--- config.mk ---
export PLATFORM = sky130hd
export DESIGN_NAME = dma_sched_top
export DESIGN_NICKNAME = d
export VERILOG_FILES = /design/src/hdl/dma_sched_pkg.sv /design/src/hdl/desc_table.sv /design/src/hdl/credit_pool.sv /design/src/hdl/slot_scheduler.sv /design/src/hdl/block_executor.sv /design/src/hdl/dma_sched_top.sv
export VERILOG_INCLUDE_DIRS = /design/src /design/src/include
export SDC_FILE = /design/constraint.sdc
export NUM_CORES = 1
export LEC_CHECK = 0
export BUFFER_PORTS_ARGS = -buffer_cell sky130_fd_sc_hd__buf_2
export CELL_PAD_IN_SITES_DETAIL_PLACEMENT = 0
export CELL_PAD_IN_SITES_GLOBAL_PLACEMENT = 1
export CORE_MARGIN = 2
export CORE_UTILIZATION = 48
export DETAILED_ROUTE_END_ITERATION = 10
export PLACE_DENSITY_LB_ADDON = 0.3
export SLEW_MARGIN = 20
export SYNTH_ARGS = -nofsm -noshare
export SYNTH_HDL_FRONTEND = slang
export SYNTH_HIERARCHICAL = 1
export SYNTH_SLANG_ARGS = --single-unit
export TNS_END_PERCENT = 10
--- constraint.sdc ---
create_clock -name CLK -period 27.3 [get_ports CLK]
set_input_delay 5.46 -clock CLK [delete_from_list [all_inputs] [get_ports CLK]]
set_output_delay 5.46 -clock CLK [all_outputs]
set_load 0.02 [all_outputs]
--- src/include/dma_sched_consts.svh ---
`ifndef DMA_SCHED_CONSTS_SVH
`define DMA_SCHED_CONSTS_SVH

// ------------------------------
// descriptor table
// ------------------------------
`define NUM_SLOTS    8
`define SLOT_W       3

// credit channels, {dir, section}
`define NUM_CHAN     8
`define CREDIT_W     3
`define CREDIT_INIT  2

// ------------------------------
// block sizing
// ------------------------------
`define BLOCK_MAX    63
`define BLOCK_W      6
`define PAGE_W       12   // 4 KiB pages

`endif

--- src/hdl/dma_sched_pkg.sv ---
`include "dma_sched_consts.svh"

package dma_sched_pkg;

  // one table entry, 64 bits
  typedef struct packed {
    logic [2:0]  spare;
    logic        active;
    logic        gen;       // flips on every cpu rewrite
    logic        dir;       // 1 = read from memory
    logic [1:0]  section;
    logic [23:0] len;       // bytes still to move
    logic [31:0] addr;
  } desc_t;

  typedef logic [`SLOT_W-1:0] slot_t;

  // channel = {dir, section}
  typedef logic [$clog2(`NUM_CHAN)-1:0] chan_t;

endpackage

--- src/hdl/desc_table.sv ---
`timescale 1ns/1ps
`include "dma_sched_consts.svh"

module desc_table (
  input  logic                 CLK,
  input  logic                 RST,
  // cpu side
  input  logic                 cpu_read,
  input  logic                 cpu_write,
  input  dma_sched_pkg::slot_t cpu_addr,
  input  dma_sched_pkg::desc_t cpu_wdata,
  output logic                 cpu_ack,
  output dma_sched_pkg::desc_t cpu_rdata,
  // scheduler side
  input  logic                 tbl_rd,
  input  dma_sched_pkg::slot_t tbl_rd_slot,
  input  logic                 tbl_wb,
  input  dma_sched_pkg::slot_t tbl_wb_slot,
  input  dma_sched_pkg::desc_t tbl_wb_data,
  output dma_sched_pkg::desc_t tbl_rd_data
);
  import dma_sched_pkg::*;

  desc_t mem [`NUM_SLOTS];
  logic  cpu_grant;
  logic  wb_gen_ok;

  // scheduler owns the table whenever it touches it
  assign cpu_grant = (cpu_read || cpu_write) && !tbl_rd && !tbl_wb && !cpu_ack;

  // stale writeback if the cpu toggled gen meanwhile
  assign wb_gen_ok = mem[tbl_wb_slot].gen == tbl_wb_data.gen;

  always_ff @(posedge CLK)
  begin
    if (!RST)
    begin
      for (int i = 0; i < `NUM_SLOTS; i++)
        mem[i] <= '0;
      cpu_ack <= 1'b0;
    end
    else
    begin
      cpu_ack <= cpu_grant;   // one cycle after grant
      if (tbl_wb && wb_gen_ok)
        mem[tbl_wb_slot] <= tbl_wb_data;
      else if (cpu_grant && cpu_write)
        mem[cpu_addr] <= cpu_wdata;
    end
  end

  // read ports
  always_ff @(posedge CLK)
  begin
    if (tbl_rd)
      tbl_rd_data <= mem[tbl_rd_slot];
    if (cpu_grant && cpu_read)
      cpu_rdata <= mem[cpu_addr];   // held until next cpu read
  end

endmodule

--- src/hdl/credit_pool.sv ---
`timescale 1ns/1ps
`include "dma_sched_consts.svh"

module credit_pool (
  input  logic                 CLK,
  input  logic                 RST,
  input  logic [`NUM_CHAN-1:0] credit_return,
  input  logic                 credit_take,
  input  dma_sched_pkg::chan_t credit_take_chan,
  output logic [`NUM_CHAN-1:0] credit_avail
);
  import dma_sched_pkg::*;

  localparam logic [`CREDIT_W-1:0] CREDIT_RST = `CREDIT_INIT;
  localparam logic [`CREDIT_W-1:0] CREDIT_MAX = '1;

  for (genvar c = 0; c < `NUM_CHAN; c++)
  begin : g_chan
    logic [`CREDIT_W-1:0] count;
    logic                 take;

    assign take = credit_take && (credit_take_chan == chan_t'(c));
    assign credit_avail[c] = count != '0;

    always_ff @(posedge CLK)
    begin
      if (!RST)
        count <= CREDIT_RST;
      else if (credit_return[c] && !take)
      begin
        if (count != CREDIT_MAX)   // saturate
          count <= count + 1'b1;
      end
      else if (take && !credit_return[c])
      begin
        if (count != '0)
          count <= count - 1'b1;
      end
    end
  end

endmodule

--- src/hdl/slot_scheduler.sv ---
`timescale 1ns/1ps
`include "dma_sched_consts.svh"

module slot_scheduler (
  input  logic                 CLK,
  input  logic                 RST,
  // table
  output logic                 tbl_rd,
  output dma_sched_pkg::slot_t tbl_rd_slot,
  output logic                 tbl_wb,
  output dma_sched_pkg::slot_t tbl_wb_slot,
  output dma_sched_pkg::desc_t tbl_wb_data,
  input  dma_sched_pkg::desc_t tbl_rd_data,
  // credits
  input  logic [`NUM_CHAN-1:0] credit_avail,
  output logic                 credit_take,
  output dma_sched_pkg::chan_t credit_take_chan,
  // executor
  output logic                 go,
  output logic [31:0]          blk_addr,
  output logic [`BLOCK_W-1:0]  blk_len,
  output logic                 blk_dir,
  output logic [1:0]           blk_section,
  input  logic                 exec_ready,
  input  logic                 done,
  input  logic [`BLOCK_W-1:0]  count_sent,
  // interrupt
  output logic                 irq,
  output dma_sched_pkg::slot_t irq_slot
);
  import dma_sched_pkg::*;

  localparam logic [`BLOCK_W-1:0] BLK_MAX = `BLOCK_MAX;

  slot_t                ptr;
  logic                 decide;     // second cycle of a visit
  logic                 busy;       // block out at the executor
  chan_t                rd_chan;
  logic                 issue;
  logic [`BLOCK_W-1:0]  first_len;

  slot_t                cur_slot;
  desc_t                cur_desc;
  logic [23:0]          new_len;
  desc_t                wb_desc;

  // ------------------------------
  // visit: read, then decide
  // ------------------------------
  assign tbl_rd      = exec_ready && !busy && !decide;
  assign tbl_rd_slot = ptr;

  assign rd_chan = {tbl_rd_data.dir, tbl_rd_data.section};
  assign issue   = decide && tbl_rd_data.active && credit_avail[rd_chan];

  assign first_len = (tbl_rd_data.len < {{(24-`BLOCK_W){1'b0}}, BLK_MAX}) ?
                     tbl_rd_data.len[`BLOCK_W-1:0] : BLK_MAX;

  // ------------------------------
  // writeback image
  // ------------------------------
  assign new_len = cur_desc.len - {{(24-`BLOCK_W){1'b0}}, count_sent};

  always_comb
  begin
    wb_desc = cur_desc;
    wb_desc.addr   = cur_desc.addr + {{(32-`BLOCK_W){1'b0}}, count_sent};
    wb_desc.len    = new_len;
    wb_desc.active = new_len != '0;   // finished slot goes idle
  end

  always_ff @(posedge CLK)
  begin
    if (!RST)
    begin
      ptr         <= '0;
      decide      <= 1'b0;
      busy        <= 1'b0;
      go          <= 1'b0;
      credit_take <= 1'b0;
      tbl_wb      <= 1'b0;
      irq         <= 1'b0;
    end
    else
    begin
      decide      <= tbl_rd;
      go          <= issue;
      credit_take <= issue;
      tbl_wb      <= busy && done;
      irq         <= busy && done && (new_len == '0);
      if (decide)
        ptr <= ptr + 1'b1;   // round robin, skipped or not
      if (issue)
        busy <= 1'b1;
      else if (tbl_wb)
        busy <= 1'b0;
    end
  end

  always_ff @(posedge CLK)
  begin
    if (issue)
    begin
      cur_slot         <= ptr;
      cur_desc         <= tbl_rd_data;
      credit_take_chan <= rd_chan;
      blk_addr         <= tbl_rd_data.addr;
      blk_len          <= first_len;
      blk_dir          <= tbl_rd_data.dir;
      blk_section      <= tbl_rd_data.section;
    end
    if (done)
    begin
      tbl_wb_slot <= cur_slot;
      tbl_wb_data <= wb_desc;
      irq_slot    <= cur_slot;
    end
  end

endmodule

--- src/hdl/block_executor.sv ---
`timescale 1ns/1ps
`include "dma_sched_consts.svh"

module block_executor (
  input  logic                    CLK,
  input  logic                    RST,
  // command from the scheduler
  input  logic                    go,
  input  logic [31:0]             blk_addr,
  input  logic [`BLOCK_W-1:0]     blk_len,
  input  logic                    blk_dir,
  input  logic [1:0]              blk_section,
  output logic                    exec_ready,
  output logic                    done,
  output logic [`BLOCK_W-1:0]     count_sent,
  // block mover
  output logic                    mv_issue,
  output logic [31-`PAGE_W:0]     mv_page,
  output logic [`PAGE_W-1:0]      mv_start,
  output logic [`BLOCK_W-1:0]     mv_count_req,
  output logic                    mv_dir,
  output logic [1:0]              mv_section,
  input  logic                    mv_done,
  input  logic [`BLOCK_W-1:0]     mv_count_sent
);

  // one-hot state bits
  localparam int S_IDLE  = 0;
  localparam int S_SETUP = 1;
  localparam int S_SIZE  = 2;
  localparam int S_WAIT  = 3;
  localparam int S_DONE  = 4;

  logic [4:0]            state;
  logic                  advance;
  logic [`PAGE_W:0]      end_addr;
  logic [`BLOCK_W-1:0]   page_rest;

  assign exec_ready = state[S_IDLE];
  assign mv_issue   = state[S_SIZE];
  assign done       = state[S_DONE];

  assign advance = (state[S_IDLE] && go) || state[S_SETUP] || state[S_SIZE] ||
                   (state[S_WAIT] && mv_done) || state[S_DONE];

  // carry out of the page offset means the block crosses
  assign end_addr  = {1'b0, mv_start} + {{(`PAGE_W+1-`BLOCK_W){1'b0}}, blk_len};
  assign page_rest = ~mv_start[`BLOCK_W-1:0] + 1'b1;   // bytes to page end

  always_ff @(posedge CLK)
  begin
    if (!RST)
      state <= 5'b00001;
    else if (advance)
      state <= {state[S_WAIT:S_IDLE], state[S_DONE]};   // rotate
  end

  always_ff @(posedge CLK)
  begin
    if (state[S_IDLE] && go)   // page / offset split
    begin
      mv_page    <= blk_addr[31:`PAGE_W];
      mv_start   <= blk_addr[`PAGE_W-1:0];
      mv_dir     <= blk_dir;
      mv_section <= blk_section;
    end
    if (state[S_SETUP])
      mv_count_req <= end_addr[`PAGE_W] ? page_rest : blk_len;
    if (state[S_WAIT] && mv_done)
      count_sent <= mv_count_sent;
  end

endmodule

--- src/hdl/dma_sched_top.sv ---
`timescale 1ns/1ps
`include "dma_sched_consts.svh"

module dma_sched_top (
  input  logic                 CLK,
  input  logic                 RST,
  // cpu
  input  logic                 cpu_read,
  input  logic                 cpu_write,
  input  dma_sched_pkg::slot_t cpu_addr,
  input  dma_sched_pkg::desc_t cpu_wdata,
  output logic                 cpu_ack,
  output dma_sched_pkg::desc_t cpu_rdata,
  // peripherals
  input  logic [`NUM_CHAN-1:0] credit_return,
  // block mover
  output logic                 mv_issue,
  output logic [31-`PAGE_W:0]  mv_page,
  output logic [`PAGE_W-1:0]   mv_start,
  output logic [`BLOCK_W-1:0]  mv_count_req,
  output logic                 mv_dir,
  output logic [1:0]           mv_section,
  input  logic                 mv_done,
  input  logic [`BLOCK_W-1:0]  mv_count_sent,
  // interrupt
  output logic                 irq,
  output dma_sched_pkg::slot_t irq_slot
);
  import dma_sched_pkg::*;

  // ------------------------------
  // internal nets
  // ------------------------------
  logic                tbl_rd, tbl_wb;
  slot_t               tbl_rd_slot, tbl_wb_slot;
  desc_t               tbl_rd_data, tbl_wb_data;
  logic [`NUM_CHAN-1:0] credit_avail;
  logic                credit_take;
  chan_t               credit_take_chan;
  logic                go, exec_ready, done;
  logic [31:0]         blk_addr;
  logic [`BLOCK_W-1:0] blk_len, count_sent;
  logic                blk_dir;
  logic [1:0]          blk_section;

  desc_table     i_desc_table     (.*);
  credit_pool    i_credit_pool    (.*);
  slot_scheduler i_slot_scheduler (.*);
  block_executor i_block_executor (.*);

endmodule

==> impl_metrics.toml <==
[pwr]
power_per_cell_area_nw_per_um2 = 82.6
power_frac_clock = 0.345
switching_share = 0.276
power.internal_mw = 2.75
combPwrFrac = 0.180
total_switching_power_mw = 1.05
power.static_leakage_nw = 16.0
power.sequential.fraction = 0.474
totalPowerFinal_mw = 3.80
irDropWorstVdd_mv = 0.0832

[global_route]
grt_remaining_overflow = 0
groute.usage.overall = 0.269
antenna_found_initial = 2
grt_max_degree = 103
wire_length_of_the_first_global_routing_pass_um = 172000
first_global_vias = 26500

[timing]
finalMaxSlewViolations = 0
hold_violations = 0
grt_setup_unrepaired = "no"
finalCriticalPeriod_ns = 9.17
portion_of_the_clock_cycle_consumed_by_the_worst_path_in_the_final_layout = 0.336
final.hold.worst_slack_ns = 0.416
worst_slew_margin_rel = 0.249
tns_ns = 0
setup_viol_count_final = 0
max_slew.worst_pin.slew_ns = 1.13
maxClockFrequency_mhz = 109
clock-skew-final_ns = 0.0281
postLayoutSetupSlackWorst_ns = 18.13

[synthesis]
synth_edf_count = 826
syn_nets = 2744
ys_seq_elements = 864
synth.yosys.seq_area_share = 0.622
dominantRegCellSynth = "edfxtp_1"
post_synth_most_frequent_cells = "826 x edfxtp_1, 529 x a21oi_1, 258 x mux4_2"
postSynthCellCount = 2629
yosysMostFrequentCell = "edfxtp_1"
synth_top_cell_area_share = 0.604
synth_cell_type_count = 75
synth.cell_area_um2 = 41100
synth.top_cells.by_area = "edfxtp_1 60%, mux4_2 14%, a21oi_1 6.4%"
synth_top_area_cell = "edfxtp_1"
post_synth.cell_area_avg_um2 = 15.6
synth-warning-count = 6
async_reset_ff_frac = 0

[route]
drcViolationCount = 0
totalWireLength_um = 118000
wl_met3_um = 10600
highest-signal-layer = "met4"
detailed_router_s_first_iteration_violation_count = 2708
drtAntennaViolNets = 0
met2_length_um = 59300
vias_per_instance = 6.56
drt-met1-wl_um = 45000
route.vias.total = 25800
drtPass1Iterations = 7
wl_per_cell_um = 30.0

[worst_hold_path]
worst_hold_path.num_cells = 0
timing.hold.worst.class = "reg2reg"

[status]
status = "complete, no violations"

[clock_tree]
clock_pin_slew_reported_for_the_worst_setup_and_hold_paths_after_clock_tree_synthesis_ns = 0.06
tritoncts = "built"
worst_skew_pair.late_latency_ns = 0.66
postCtsSetupRepairBufs = 0
cts.hold.buffers_added = 0
cts-buffers-inserted = 91
root_buffer = "clkbuf_16"
clock_tree.htree_level_count = 3
max_clock_buf_depth = 3
numClockSinks = 864
cts-resized-gates = 0

[worst_setup_path]
worst-endpoint-required_ns = 27.55
crit_arrival_ns = 9.42
critPathLaunchType = "input port"
criticalPathCategory = "in2reg"
r2r_cells = 7
critPathLaunch = "RST"
rr_endpoint = "i_desc_table/mem[5][11]$_SDFFCE_PN0P_"
timing.rr.start = "i_block_executor/state[0]$_SDFFE_PN1P_"
reg2reg_slack_ns = 22.37
critical_path.endpoint_type = "flip-flop"
worstPathMaxFanout = 51
setup.worst_path.end = "i_desc_table/mem[5][11]$_SDFFCE_PN0P_"

[die]
floorplan.die_area_um2 = 88000
boundaryPins = 197
std_cell_rows = 107
die_h_um = 297
die_x_um = 297
initial_core_util = 0.483
core_region_area_um2 = 85000

[cells_and_area]
sequential_standard_cell_area_um2 = 25600
design.final.nets = 2824
drive_above_1_share = 0.296
final.fill_count = 6736
multiInputGateArea_um2 = 14400
area_delta_synth_final_pct = 12.1

[placed_design]
buffer_ports.inserted = 196
place_congestion = 0.832
place_hpwl_um = 65700
place_worst_setup_slack_ns = 17.54

[flow_run]
drv_cap = 0
-- cell families after synthesis --
kind of cell	Yosys count	share of synthesized area
flip-flops	864	0.622
AO/OA/AOI/OAI	633	0.0838
multiplexers	468	0.197
AND/OR/NAND/NOR	287	0.0402
buffers and inverters	285	0.0330
XOR/XNOR	63	0.0136
adder cells (fa/ha/maj)	29	0.0107
-- metal layers --
| layer | up-vias | global-route usage |
|---|---|---|
| met4 | 0 | 0.0861 |
| met5 | - | 0 |
| li1 | 10700 | - |
| met3 | 222 | 0.0421 |
| met1 | 13400 | 0.356 |
| met2 | 1473 | 0.459 |
-- state kept, by name, summed over array words and instances, names as in the netlist, 12 cells and up --
signal and flops:
i_credit_pool/g_chan.count 24, i_slot_scheduler/tbl_wb_data 64, i_desc_table/mem 512, i_slot_scheduler/cur_desc 28
i_block_executor/mv_page 20, i_desc_table/cpu_rdata 64, i_block_executor/mv_start 12, i_slot_scheduler/blk_addr 32
i_desc_table/tbl_rd_data 64
-- cells in the final DEF, fill, tap and decap left out, drive strengths merged, types with 25 or more instances in the layout --
master  count
clkbuf    104
inv        31
mux2      138
or3        25
nand2      41
o21ai      28
mux4      258
nor2       34
xnor2      44
dfxtp      38
buf       243
mux2i      72
a21oi     529
clkinv     43
nand3      45
edfxtp    826
-- area by class of cell --
class	count	share of cell area
Sequential cell	864	0.555
Multi-Input combinational cell	1480	0.312
Clock buffer	103	0.0515
Tap cell	1144	0.0311
Timing Repair Buffer	244	0.0305
Clock inverter	69	0.0173
Inverter	28	0.00228
Antenna cell	1	0.0000543
-- power groups by stage --
stage | clock [mW] | sequential, mW | combinational [mW]
after floorplan | 0 | 1.82 | 0.474
after global placement | 0 | 1.82 | 0.675
after detailed placement | 0 | 1.83 | 0.685
after CTS | 1.33 | 1.81 | 0.689
after global routing | 1.38 | 1.82 | 0.729
final | 1.31 | 1.81 | 0.686
-- per-stage QoR --
stage / cell area, um^2 / util / instances
2_1_floorplan: 41100 / - / 2629
3_3_place_gp: 42800 / 0.504 / 3758
3_5_place_dp: 42900 / 0.504 / 3758
4_1_cts: 46000 / 0.541 / 3930
5_1_grt: 46100 / 0.542 / 3933
6_report: 46100 / 0.542 / 3933
-- critical path: stages --
cell and delay (ns):
buf_2 0.08, buf_4 0.53, nand3_4 0.71, nor2_1 0.40
nand3_2 0.69, nand3_4 0.60, buf_4 0.83
-- worst min path at each step --
stage	end	startpoint	slack, ns
after global placement	i_slot_scheduler/blk_addr[7]$_DFFE_PP_	i_desc_table/tbl_rd_data[7]$_DFFE_PP_	0.40
final	i_slot_scheduler/blk_addr[8]$_DFFE_PP_	i_desc_table/tbl_rd_data[8]$_DFFE_PP_	0.42
after floorplan	i_slot_scheduler/blk_addr[0]$_DFFE_PP_	i_desc_table/tbl_rd_data[0]$_DFFE_PP_	0.40
after CTS	i_slot_scheduler/tbl_wb_data[63]$_DFFE_PP_	i_slot_scheduler/cur_desc[63]$_DFFE_PP_	0.42
after detailed placement	i_slot_scheduler/blk_addr[14]$_DFFE_PP_	i_desc_table/tbl_rd_data[14]$_DFFE_PP_	0.40
after global routing	i_slot_scheduler/irq_slot[2]$_DFFE_PP_	i_slot_scheduler/cur_slot[2]$_DFFE_PP_	0.42
Note: power is estimated with default switching activity, not from simulation.
